--- src/design/gb_exec_pkg.sv ---
`default_nettype none

package gb_exec_pkg;

   // Register numbers in Game Boy order
   // Code 6 is the (HL) memory form, not supported here
   typedef enum logic [2:0] {
      REG_B   = 3'd0,
      REG_C   = 3'd1,
      REG_D   = 3'd2,
      REG_E   = 3'd3,
      REG_H   = 3'd4,
      REG_L   = 3'd5,
      REG_MEM = 3'd6,
      REG_A   = 3'd7
   } reg_code_t;

   // Same order as opcode bits 5:3 of the ALU groups
   typedef enum logic [2:0] {
      ALU_ADD = 3'd0,
      ALU_ADC = 3'd1,
      ALU_SUB = 3'd2,
      ALU_SBC = 3'd3,
      ALU_AND = 3'd4,
      ALU_XOR = 3'd5,
      ALU_OR  = 3'd6,
      ALU_CP  = 3'd7
   } alu_op_t;

   // Bit positions inside the flag nibble
   localparam int FLAG_Z = 3;
   localparam int FLAG_N = 2;
   localparam int FLAG_H = 1;
   localparam int FLAG_C = 0;

   // Opcode seen as group / operation / source
   typedef struct packed {
      logic [1:0] group;
      alu_op_t    op;
      reg_code_t  src;
   } alu_view_t;

   // Opcode seen as group / destination / source
   typedef struct packed {
      logic [1:0] group;
      reg_code_t  dst;
      reg_code_t  src;
   } move_view_t;

   // Middle field is either an ALU op or a destination register
   typedef union packed {
      alu_view_t  alu_view;
      move_view_t move_view;
   } opcode_u;

   typedef enum logic [2:0] {
      MOVE      = 3'd0,
      LOAD_IMM  = 3'd1,
      ALU_REG   = 3'd2,
      ALU_IMM   = 3'd3,
      INC       = 3'd4,
      DEC       = 3'd5,
      JUMP_COND = 3'd6,
      ILLEGAL   = 3'd7
   } uop_kind_t;

   // One item of the input stream
   typedef struct packed {
      logic [7:0] opcode;
      logic [7:0] imm;
   } instr_t;

   // Decoded operation, decode to execute
   typedef struct packed {
      uop_kind_t  kind;
      alu_op_t    op;
      reg_code_t  dst;
      reg_code_t  src;
      logic [1:0] cond;
      logic [7:0] imm;
      logic [7:0] opcode;
   } uop_t;

   // One record of the output stream
   typedef struct packed {
      logic [7:0] opcode;
      logic [7:0] value;
      logic [3:0] flags;
      logic       taken;
      logic       illegal;
   } result_t;

   localparam int IN_DEPTH_DEFAULT    = 4;
   localparam int OUT_CREDITS_DEFAULT = 2;

endpackage

`default_nettype wire
--- src/design/gb_exec_core.sv ---
`timescale 1ns/100ps
`default_nettype none

module gb_exec_core #(
   parameter int IN_DEPTH    = gb_exec_pkg::IN_DEPTH_DEFAULT,
   parameter int OUT_CREDITS = gb_exec_pkg::OUT_CREDITS_DEFAULT
) (
   input  logic                 clock,
   input  logic                 reset,
   input  logic                 instr_valid,
   input  gb_exec_pkg::instr_t  instr,
   input  logic                 out_credit,
   output logic                 in_credit,
   output logic                 result_valid,
   output gb_exec_pkg::result_t result
);
   import gb_exec_pkg::*;

   // Decode to execute
   logic    uop_valid;
   uop_t    uop;
   logic    exec_ready;

   // Execute to result queue
   logic    res_valid;
   result_t res;
   logic    queue_space;

   instr_decode #(
      .IN_DEPTH (IN_DEPTH)
   ) u_decode (
      .clock       (clock),
      .reset       (reset),
      .instr_valid (instr_valid),
      .instr       (instr),
      .exec_ready  (exec_ready),
      .in_credit   (in_credit),
      .uop_valid   (uop_valid),
      .uop         (uop)
   );

   alu_execute u_execute (
      .clock       (clock),
      .reset       (reset),
      .uop_valid   (uop_valid),
      .uop         (uop),
      .queue_space (queue_space),
      .exec_ready  (exec_ready),
      .res_valid   (res_valid),
      .result      (res)
   );

   result_queue #(
      .OUT_CREDITS (OUT_CREDITS)
   ) u_result (
      .clock        (clock),
      .reset        (reset),
      .res_valid    (res_valid),
      .result_in    (res),
      .out_credit   (out_credit),
      .queue_space  (queue_space),
      .result_valid (result_valid),
      .result       (result)
   );

endmodule

`default_nettype wire

--- src/design/result_queue.sv ---
`timescale 1ns/100ps
`default_nettype none

module result_queue #(
   parameter int OUT_CREDITS = gb_exec_pkg::OUT_CREDITS_DEFAULT
) (
   input  logic                 clock,
   input  logic                 reset,
   input  logic                 res_valid,
   input  gb_exec_pkg::result_t result_in,
   input  logic                 out_credit,
   output logic                 queue_space,
   output logic                 result_valid,
   output gb_exec_pkg::result_t result
);
   import gb_exec_pkg::*;

   // One slot beyond the credits covers the record in flight
   localparam int DEPTH = OUT_CREDITS + 1;
   localparam int PTR_W = $clog2(DEPTH);
   localparam int CNT_W = $clog2(DEPTH + 1);
   localparam int CRD_W = $clog2(OUT_CREDITS + 1);

   result_t          mem [DEPTH];
   logic [PTR_W-1:0] wr_ptr;
   logic [PTR_W-1:0] rd_ptr;
   logic [CNT_W-1:0] count;
   logic [CRD_W-1:0] credits;
   logic             send;

   // Head goes out whenever a credit is held
   assign send         = (count != '0) && (credits != '0);
   assign result_valid = send;
   assign result       = mem[rd_ptr];

   // Count the record already in the execute register
   assign queue_space = (int'(count) + int'(res_valid)) < DEPTH;

   always_ff @(posedge clock) begin
      if (res_valid) begin
         mem[wr_ptr] <= result_in;
      end
   end

   always_ff @(posedge clock or posedge reset) begin
      if (reset) begin
         wr_ptr  <= '0;
         rd_ptr  <= '0;
         count   <= '0;
         credits <= CRD_W'(OUT_CREDITS);
      end else begin
         if (res_valid) begin
            wr_ptr <= (wr_ptr == PTR_W'(DEPTH - 1)) ? '0 : wr_ptr + 1'b1;
         end
         if (send) begin
            rd_ptr <= (rd_ptr == PTR_W'(DEPTH - 1)) ? '0 : rd_ptr + 1'b1;
         end
         count   <= count + CNT_W'(res_valid) - CNT_W'(send);
         // Spend on send, refill on consumer pulse
         credits <= credits + CRD_W'(out_credit) - CRD_W'(send);
      end
   end

   // Consumer never returns more than it was given
   a_credit_bound : assert property (
      @(posedge clock) disable iff (reset)
      credits <= CRD_W'(OUT_CREDITS)
   );

endmodule

`default_nettype wire

--- src/design/alu_execute.sv ---
`timescale 1ns/100ps
`default_nettype none

module alu_execute (
   input  logic                 clock,
   input  logic                 reset,
   input  logic                 uop_valid,
   input  gb_exec_pkg::uop_t    uop,
   input  logic                 queue_space,
   output logic                 exec_ready,
   output logic                 res_valid,
   output gb_exec_pkg::result_t result
);
   import gb_exec_pkg::*;

   // Register file by Game Boy code, entry 6 stays zero
   logic [7:0] regs [8];
   logic [3:0] flags;

   logic       take;
   logic [7:0] operand_a;
   logic [7:0] operand_b;
   logic       cin;
   logic [8:0] sum9;
   logic [4:0] half_sum;
   logic [8:0] diff9;
   logic [4:0] half_diff;
   logic [7:0] alu_val;
   logic [3:0] alu_flags;
   logic [7:0] unary_in;
   logic [7:0] unary_val;
   logic       unary_h;
   logic [7:0] nxt_value;
   logic [3:0] nxt_flags;
   logic       nxt_taken;
   logic       wr_en;
   reg_code_t  wr_reg;

   assign exec_ready = queue_space;
   assign take       = uop_valid && queue_space;

   // ALU operands
   assign operand_a = regs[REG_A];
   assign operand_b = (uop.kind == ALU_IMM) ? uop.imm : regs[uop.src];
   assign cin       = (uop.op == ALU_ADC || uop.op == ALU_SBC) ? flags[FLAG_C] : 1'b0;

   // Adder and subtractor with nibble carry
   assign sum9      = {1'b0, operand_a} + {1'b0, operand_b} + {8'd0, cin};
   assign half_sum  = {1'b0, operand_a[3:0]} + {1'b0, operand_b[3:0]} + {4'd0, cin};
   assign diff9     = {1'b0, operand_a} - {1'b0, operand_b} - {8'd0, cin};
   assign half_diff = {1'b0, operand_a[3:0]} - {1'b0, operand_b[3:0]} - {4'd0, cin};

   always_comb begin
      alu_val   = 8'h00;
      alu_flags = 4'b0000;
      case (uop.op)
         ALU_ADD, ALU_ADC: begin
            alu_val           = sum9[7:0];
            alu_flags[FLAG_H] = half_sum[4];
            alu_flags[FLAG_C] = sum9[8];
         end
         ALU_SUB, ALU_SBC, ALU_CP: begin
            // Top bit of the wide difference is the borrow
            alu_val           = diff9[7:0];
            alu_flags[FLAG_N] = 1'b1;
            alu_flags[FLAG_H] = half_diff[4];
            alu_flags[FLAG_C] = diff9[8];
         end
         ALU_AND: begin
            alu_val           = operand_a & operand_b;
            alu_flags[FLAG_H] = 1'b1;
         end
         ALU_XOR: begin
            alu_val = operand_a ^ operand_b;
         end
         ALU_OR: begin
            alu_val = operand_a | operand_b;
         end
      endcase
      alu_flags[FLAG_Z] = (alu_val == 8'h00);
   end

   // INC and DEC on the destination register
   assign unary_in  = regs[uop.dst];
   assign unary_val = (uop.kind == DEC) ? unary_in - 8'd1 : unary_in + 8'd1;
   // Half carry out of bit 3 or borrow into bit 4
   assign unary_h   = (uop.kind == DEC) ? (unary_in[3:0] == 4'h0) : (unary_in[3:0] == 4'hf);

   // Write-back selection per kind
   always_comb begin
      nxt_value = 8'h00;
      nxt_flags = flags;
      nxt_taken = 1'b0;
      wr_en     = 1'b0;
      wr_reg    = uop.dst;
      case (uop.kind)
         MOVE: begin
            nxt_value = regs[uop.src];
            wr_en     = 1'b1;
         end
         LOAD_IMM: begin
            nxt_value = uop.imm;
            wr_en     = 1'b1;
         end
         ALU_REG, ALU_IMM: begin
            // CP reports A and leaves it alone
            wr_reg    = REG_A;
            wr_en     = (uop.op != ALU_CP);
            nxt_value = (uop.op == ALU_CP) ? operand_a : alu_val;
            nxt_flags = alu_flags;
         end
         INC, DEC: begin
            nxt_value         = unary_val;
            wr_en             = 1'b1;
            nxt_flags[FLAG_Z] = (unary_val == 8'h00);
            nxt_flags[FLAG_N] = (uop.kind == DEC);
            nxt_flags[FLAG_H] = unary_h;
         end
         JUMP_COND: begin
            case (uop.cond)
               2'b00:   nxt_taken = !flags[FLAG_Z];
               2'b01:   nxt_taken = flags[FLAG_Z];
               2'b10:   nxt_taken = !flags[FLAG_C];
               default: nxt_taken = flags[FLAG_C];
            endcase
         end
         default: begin
            // ILLEGAL touches no state
         end
      endcase
   end

   // Architectural state
   always_ff @(posedge clock or posedge reset) begin
      if (reset) begin
         for (int i = 0; i < 8; i++) begin
            regs[i] <= 8'h00;
         end
         flags     <= 4'b0000;
         res_valid <= 1'b0;
      end else begin
         res_valid <= take;
         if (take) begin
            if (wr_en) begin
               regs[wr_reg] <= nxt_value;
            end
            flags <= nxt_flags;
         end
      end
   end

   // Result record payload
   always_ff @(posedge clock) begin
      if (take) begin
         result.opcode  <= uop.opcode;
         result.value   <= nxt_value;
         result.flags   <= nxt_flags;
         result.taken   <= nxt_taken;
         result.illegal <= (uop.kind == ILLEGAL);
      end
   end

   // A stalled uop stays put until the result queue has room
   a_hold_stalled : assert property (
      @(posedge clock) disable iff (reset)
      uop_valid && !queue_space |=> uop_valid && $stable(uop)
   );

endmodule

`default_nettype wire

--- src/design/instr_decode.sv ---
`timescale 1ns/100ps
`default_nettype none

module instr_decode #(
   parameter int IN_DEPTH = gb_exec_pkg::IN_DEPTH_DEFAULT
) (
   input  logic                clock,
   input  logic                reset,
   input  logic                instr_valid,
   input  gb_exec_pkg::instr_t instr,
   input  logic                exec_ready,
   output logic                in_credit,
   output logic                uop_valid,
   output gb_exec_pkg::uop_t   uop
);
   import gb_exec_pkg::*;

   localparam int PTR_W = (IN_DEPTH > 1) ? $clog2(IN_DEPTH) : 1;
   localparam int CNT_W = $clog2(IN_DEPTH + 1);

   // Circular input queue storage
   instr_t           queue_mem [IN_DEPTH];
   logic [PTR_W-1:0] wr_ptr;
   logic [PTR_W-1:0] rd_ptr;
   logic [CNT_W-1:0] count;

   instr_t  head;
   opcode_u op_u;
   uop_t    dec;
   logic    load_uop;
   logic    deq;

   assign head = queue_mem[rd_ptr];
   assign op_u = head.opcode;

   // Uop slot is free or drains this cycle
   assign load_uop = !uop_valid || exec_ready;
   assign deq      = (count != '0) && load_uop;

   // Storage written as the sender presents an item
   always_ff @(posedge clock) begin
      if (instr_valid) begin
         queue_mem[wr_ptr] <= instr;
      end
   end

   // Queue pointers and occupancy
   always_ff @(posedge clock or posedge reset) begin
      if (reset) begin
         wr_ptr <= '0;
         rd_ptr <= '0;
         count  <= '0;
      end else begin
         if (instr_valid) begin
            wr_ptr <= (wr_ptr == PTR_W'(IN_DEPTH - 1)) ? '0 : wr_ptr + 1'b1;
         end
         if (deq) begin
            rd_ptr <= (rd_ptr == PTR_W'(IN_DEPTH - 1)) ? '0 : rd_ptr + 1'b1;
         end
         count <= count + CNT_W'(instr_valid) - CNT_W'(deq);
      end
   end

   // Opcode classification
   always_comb begin
      dec.kind   = ILLEGAL;
      dec.op     = op_u.alu_view.op;
      dec.dst    = op_u.move_view.dst;
      dec.src    = op_u.move_view.src;
      dec.cond   = head.opcode[4:3];
      dec.imm    = head.imm;
      dec.opcode = head.opcode;
      case (op_u.move_view.group)
         2'b01: begin
            // LD r,r' but HALT has 6 in both fields
            if (op_u.move_view.dst != REG_MEM && op_u.move_view.src != REG_MEM) begin
               dec.kind = MOVE;
            end
         end
         2'b10: begin
            if (op_u.alu_view.src != REG_MEM) begin
               dec.kind = ALU_REG;
            end
         end
         2'b11: begin
            // Low field 6 selects the immediate operand
            if (op_u.alu_view.src == REG_MEM) begin
               dec.kind = ALU_IMM;
            end
         end
         default: begin
            if (head.opcode[5] && head.opcode[2:0] == 3'b000) begin
               // JR NZ/Z/NC/C
               dec.kind = JUMP_COND;
            end else if (op_u.move_view.dst != REG_MEM) begin
               case (op_u.move_view.src)
                  REG_MEM: dec.kind = LOAD_IMM;
                  REG_H:   dec.kind = INC;
                  REG_L:   dec.kind = DEC;
                  default: dec.kind = ILLEGAL;
               endcase
            end
         end
      endcase
   end

   // Uop valid and credit return
   always_ff @(posedge clock or posedge reset) begin
      if (reset) begin
         uop_valid <= 1'b0;
         in_credit <= 1'b0;
      end else begin
         if (load_uop) begin
            uop_valid <= deq;
         end
         in_credit <= deq;
      end
   end

   // Uop payload
   always_ff @(posedge clock) begin
      if (deq) begin
         uop <= dec;
      end
   end

   // Sender overran its credits
   a_no_overflow : assert property (
      @(posedge clock) disable iff (reset)
      instr_valid |-> count != CNT_W'(IN_DEPTH)
   );

endmodule

`default_nettype wire

--- config.mk ---
export PLATFORM = sky130hd
export DESIGN_NAME = gb_exec_core
export DESIGN_NICKNAME = d
export VERILOG_FILES = /design/src/design/gb_exec_pkg.sv /design/src/design/gb_exec_core.sv /design/src/design/result_queue.sv /design/src/design/alu_execute.sv /design/src/design/instr_decode.sv
export SDC_FILE = /design/constraint.sdc
export NUM_CORES = 1
export LEC_CHECK = 0
export BUFFER_PORTS_ARGS = -buffer_cell sky130_fd_sc_hd__buf_2
export CORE_ASPECT_RATIO = 0.5
export CORE_MARGIN = 2
export CORE_UTILIZATION = 65
export CTS_BUF_LIST = sky130_fd_sc_hd__clkbuf_4 sky130_fd_sc_hd__clkbuf_8 sky130_fd_sc_hd__clkbuf_16
export DETAILED_ROUTE_END_ITERATION = 6
export GPL_TIMING_DRIVEN = 0
export PLACE_DENSITY = 0.83
export SLEW_MARGIN = 20
export SYNTH_ARGS = -nofsm -noshare
export SYNTH_HDL_FRONTEND = slang
export SYNTH_SLANG_ARGS = --single-unit
--- constraint.sdc ---
create_clock -name clock -period 13.6 [get_ports clock]
set_input_delay 3.4 -clock clock [delete_from_list [all_inputs] [get_ports clock]]
set_output_delay 3.4 -clock clock [all_outputs]
set_load 0.01 [all_outputs]
Word level (Yosys, flattened, before mapping)
Memories as Yosys holds them, arrays and structs flattened.
Cells that the tools add are included.
{ "word_totals": {"elab_cells": 160, "out_inout_bits": 24, "ramBits": 130, "latch_bits": 0, "memories": 2, "reg_bits": 135, "mem_bits_ro": 0, "in_bits": 20} }
{ "mem_list": {"columns": ["memory", "depth", "word_bits", "rd", "rd_ports_with_merged_regs", "write_ports", "line", "rtl"], "rows": [
  ["u_result.mem", 3, 22, 1, 0, 1, "result_queue.sv:24", "result_t mem [DEPTH];"],
  ["u_decode.queue_mem", 4, 16, 1, 0, 1, "instr_decode.sv:22", "instr_t queue_mem [IN_DEPTH];"]
]} }
{ "op_classes": {"div": 0, "order_cmp": 5, "n_addsub": 21, "bitwise": 6, "muxes": 39, "n_eq_ne": 30, "n_reduce_logical": 27, "shift": 0, "mul": 0} }
{ "ops": {"columns": ["cell", "count"], "rows": [
  ["bitwise mux 64 bit", 1],
  ["two-way mux 8 bit", 8],
  ["binary-select mux 8 bit (select 3 bit)", 2],
  ["one-hot mux 8 bit (5 select lines)", 1],
  ["equality test 3 bit, second input constant", 11],
  ["< comparator 32 x 3 -> 1 bit, second input constant", 1],
  ["one-hot mux 8 bit (4 select lines)", 1],
  ["demux 8 bit (select 3 bit)", 1],
  ["two-way mux 3 bit", 6],
  ["one-hot mux 3 bit (3 select lines)", 2],
  ["logical NOT 8 bit", 2],
  ["equality test 2 bit, second input constant", 7],
  ["equality test 3 x 2 -> 1 bit, second input constant", 4],
  [">= comparator 4 bit, second input constant", 3],
  ["inverter 3 -> 4 bit", 3],
  ["adder 8 x 8 -> 9 bit", 1],
  ["adder 9 x 1 -> 9 bit", 1],
  ["logical NOT 3 bit", 3],
  ["inequality test 3 bit, second input constant", 3],
  ["subtractor 8 x 8 -> 9 bit", 1],
  ["subtractor 9 x 1 -> 9 bit", 1],
  ["adder 2 x 1 -> 2 bit, second input constant", 4],
  ["adder 8 x 1 -> 8 bit, second input constant", 1],
  ["AND 8 bit", 1],
  ["32 further kinds", 59]
]} }

Logic depth before layout (Yosys ltp)
{ "logic_depth": {"ltp_word": 11, "depth_mapped": 17, "ltp_nobuf": 15} }

Hierarchy
A second synthesis with hierarchy kept.
{ "unflattened": {"hier_cells": 980, "area_unflattened_um2": 13060.0} }
{ "modules_own_cells": {"columns": ["module", "n_inst", "cells_each", "seq_area_each_um2", "area_per_inst_um2"], "rows": [
  ["alu_execute", 1, 625, 2387.3, 6576.3],
  ["instr_decode", 1, 173, 2717.6, 3555.9],
  ["result_queue", 1, 182, 2183.3, 2927.8]
]} }

Worst setup path before layout
OpenSTA, ideal clock, no wires.
{ "synth_timing": {"path_kind": "reg-to-output", "start": "register u_result.rd_ptr[0]", "end": "output result[10] (netlist bit)", "stages_incl_launch_ff": 5, "required_ns": 10.200, "setup_slack_ns": 8.699, "n_path_buf": 2, "arrival_time_ns": 1.501, "path_cell_list": "dfrtp_1 > clkbuf_1 > clkbuf_1 > mux2i_1 > o21ai_0"} }
{ "synth_lines": {"columns": ["element", "line", "rtl"], "rows": [
  ["start: declaration", "result_queue.sv:26", "logic [PTR_W-1:0] rd_ptr;"],
  ["start signal: assignment", "result_queue.sv:56", "rd_ptr <= (rd_ptr == PTR_W'(DEPTH - 1)) ? '0 : rd_ptr + 1'b1;"],
  ["end: declaration", "gb_exec_core.sv:15", "output gb_exec_pkg::result_t result"]
]} }

==> impl_metrics.py <==
metrics = {
    "outcome": {
        "outcome": "finished, final reports clean",
    },
    "placement": {
        "place_hpwl_um": 21500,
        "portBuffers": 43,
        "place_congestion": 0.981,
    },
    "sta": {
        "fmax_mhz": 162,
        "hold_violations": 0,
        "fin_crit_ps": 6170,
        "period_share_pct": 45.3,
        "setup_tns_ps": 0,
        "rsz0062_at_grt": "no",
        "maxSlewViolCount": 0,
        "slew_headroom_pct": 34.9,
        "setup_viol": 0,
        "worst_slew_pin_slew_ps": 972,
        "skew_ps": 15.9,
    },
    "route": {
        "vias": 8275,
        "drcViolationCount": 0,
        "dr.pass1.iters": 5,
        "antenna_left": 0,
        "drt_iter0_drc": 784,
        "routed_via_density": 6.35,
        "wl_per_cell_um": 23.2,
        "routed_wl_um": 30300,
    },
    "logic_synthesis": {
        "synth_top_family_by_area": "multiplexers",
        "synthCells": 951,
        "yosysUniqueCellTypes": 80,
        "seq_area_frac_synth_pct": 56.9,
        "yosys_warnings": 0,
        "synthMuxAreaShare_pct": 16.0,
        "synth-compound-area-share_pct": 8.85,
        "syn-cell-area_um2": 12800,
        "async_flop_share_pct": 33.5,
        "synth_edf_count": 171,
        "syn_nets": 1030,
        "synth-simple-area-share_pct": 7.34,
        "yosys.area_share.adder_pct": 6.12,
        "synth_xor_area_share_pct": 1.51,
        "avgSynthCellArea_um2": 13.5,
        "yosys_register_bits": 257,
        "synthFlopType": "edfxtp_1",
    },
    "layout": {
        "regArea_um2": 7290,
        "drive_gt1_share_pct": 20.6,
        "multiInputGateArea_um2": 5120,
        "nFillCells": 1275,
        "synthToLayoutAreaGrowth_pct": 11.1,
        "nets": 1101,
        "diodes": 0,
    },
    "floorplan": {
        "die_area_um2": 20900,
        "start_util_pct": 66.1,
        "die_y_um": 103,
        "core.rowCount": 36,
        "io_pins": 44,
        "core_area_um2": 19400,
        "die_x_um": 202,
    },
    "clocking": {
        "clockRootBuffer": "clkbuf_16",
        "cts_sinks": 257,
        "cts_setup_buffers": 0,
        "path_clk_slew_ps": 70,
        "ctsHtreeMaxLevel": 1,
        "cts_made_buffers": 22,
        "cts.repair.resized": 0,
        "cts_tree": "done",
        "cts_buffer_depth": 3,
        "cts_hold_buf": 0,
        "clock_latency_ps": 520,
    },
    "critical_path": {
        "startpoint_type": "flop",
        "reg2reg_depth": 17,
        "path_cells": "clkbuf_1, clkbuf_1, mux4_2, mux2i_1, nand2_1, o21ai_0, inv_1, fa_1, inv_1, ha_1, o21ai_0, a211oi_1, a221oi_1, o31ai_1, a221oi_2, a21oi_1, mux2_2",
        "arrival_ps": 6570,
        "cp_slowest_cell": "a221oi_2",
        "cp.required_ps": 14010,
        "r2r_slack_ps": 7430,
        "path_class": "reg2reg",
        "path_max_fanout": 10,
        "r2r-start": "u_decode.uop[1]",
        "critPathLaunch": "u_decode.uop[1]",
        "crit_path_end_kind": "flop",
        "r2r_end": "u_execute.regs[43]",
        "cp_slowest_stage_delay_ps": 690,
        "endpoint": "u_execute.regs[43]",
    },
    "job": {
        "drv_cap": 0,
    },
    "min_path": {
        "hold_start": "u_execute.result[16]",
        "hp-class": "reg2reg",
    },
    "grt": {
        "grt-busiest-layer": "met2",
        "use_met2_pct": 47.0,
        "grt-ovfl-total": 0,
        "antenna_found_initial": 0,
        "grt_first_pass_wirelength_um": 46600,
        "grt_pass1_vias": 8110,
        "grt_util_met3_pct": 10.2,
        "grt_util_all_layers_pct": 30.2,
        "use_met1_pct": 41.4,
        "grt_max_degree": 51,
    },
}
-- layout make-up --
class | count | share of cell area (%)
clock inverter | 11 | 1.29
inverter | 60 | 1.60
tap | 266 | 2.34
clock buffer | 28 | 4.31
multi-input combinational | 591 | 36.0
buffer | 43 | 1.35
sequential | 257 | 51.2
timing repair buffer | 47 | 1.87
-- per-layer routing --
layer  up-vias  share of wire [%]
li1       3716                  -
met1      4102                 42
met2       392                 45
met3        65                 11
met4         0                2.6
met5         -                  0
-- flip-flops by register name, indices dropped and copies added (netlist names), 3 cells and up --
signal / flops
u_decode.queue_mem: 64
u_decode.count: 3
u_execute.operand_a: 8
u_decode.uop: 19
u_execute.regs: 56
u_result.mem: 66
u_execute.result: 22
u_execute.flags: 4
-- Yosys cell counts, types with 3 or more instances --
library cell	instances	area share (%)
nand2_1	74	2.2
fa_1	6	0.94
nor3_1	12	0.47
dfrtp_1	85	17
nand2b_1	7	0.34
edfxtp_1	171	40
o21a_1	4	0.23
inv_1	59	1.7
ha_1	53	5.2
buf_1	7	0.21
clkbuf_1	21	0.62
or4_1	3	0.18
mux2_2	49	4.3
xnor2_1	20	1.4
buf_2	12	0.47
o31ai_1	4	0.23
mux2i_1	41	3.2
a211o_1	5	0.34
mux4_2	47	8.3
a31oi_1	13	0.64
and3_1	7	0.34
a21o_1	8	0.47
nor2_1	50	1.5
or3_1	3	0.15
o22ai_1	5	0.24
o21ai_0	57	2.2
nand3_1	7	0.27
a21oi_1	30	1.2
a211oi_1	7	0.41
nor4_1	7	0.34
nor2b_1	8	0.39
a221oi_1	4	0.27
a22oi_1	3	0.18
and2_1	7	0.34
-- worst min path at each step --
stage                                       to  depth (start not counted)  slack (ps)
after detailed placement   u_result.mem[2][16]                          0         460
after floorplan           u_execute.result[20]                          0         400
after global routing       u_result.mem[1][10]                          0         500
final                      u_result.mem[2][16]                          0         470
after global placement     u_result.mem[0][19]                          0         450
after CTS                  u_result.mem[2][16]                          0         480
-- critical path, delay by kind of cell, from the launching register on --
family	cells	cell delay, ps
multiplexers	3	1090
buffers and inverters	4	1210
AND/OR/NAND/NOR	1	90
adder cells (fa/ha/maj)	2	800
flip-flops	1	470
AO/OA/AOI/OAI	7	2390
-- cell usage in the layout, fill, tap and decap left out, types with 6 or more instances in the layout --
| master | instances |
|---|---|
| fa_1 | 6 |
| o21ai_0 | 57 |
| clkbuf_1 | 21 |
| nor4_1 | 7 |
| a31oi_1 | 13 |
| dfrtp_1 | 85 |
| buf_2 | 55 |
| a21oi_1 | 30 |
| mux2i_1 | 41 |
| nand3_1 | 7 |
| edfxtp_1 | 171 |
| mux4_2 | 47 |
| buf_1 | 7 |
| nor2_1 | 47 |
| and2_1 | 7 |
| nand2_1 | 74 |
| nor2b_1 | 8 |
| a211oi_1 | 7 |
| mux2_2 | 49 |
| and3_1 | 7 |
| ha_1 | 53 |
| clkbuf_16 | 23 |
| a21o_1 | 8 |
| xnor2_1 | 20 |
| inv_1 | 58 |
| nand2b_1 | 7 |
| nor3_1 | 11 |
-- stage by stage --
stage | instance area [um2] | util, % | hold WS [ps] | worst slack (ps) | instances
after floorplan | 12800 | - | 400 | 7980 | 951
after global placement | 13400 | 68.9 | 447 | 6880 | 1260
after detailed placement | 13400 | 69.3 | 463 | 7640 | 1264
after CTS | 14200 | 73.4 | 475 | 7640 | 1303
after global routing | 14200 | 73.4 | 502 | 7110 | 1303
final | 14200 | 73.4 | 474 | 7430 | 1303
-- kinds of logic after synthesis --
logic type      count (synthesis)
mux                           139
fa+ha+maj                      59
compound gates                172
flops                         257
xor+xnor                       22
simple gates                  199
buf+inv                       103
Power is not shown: default switching activity piles up to over one toggle a cycle in this logic, so the estimate is an artifact.
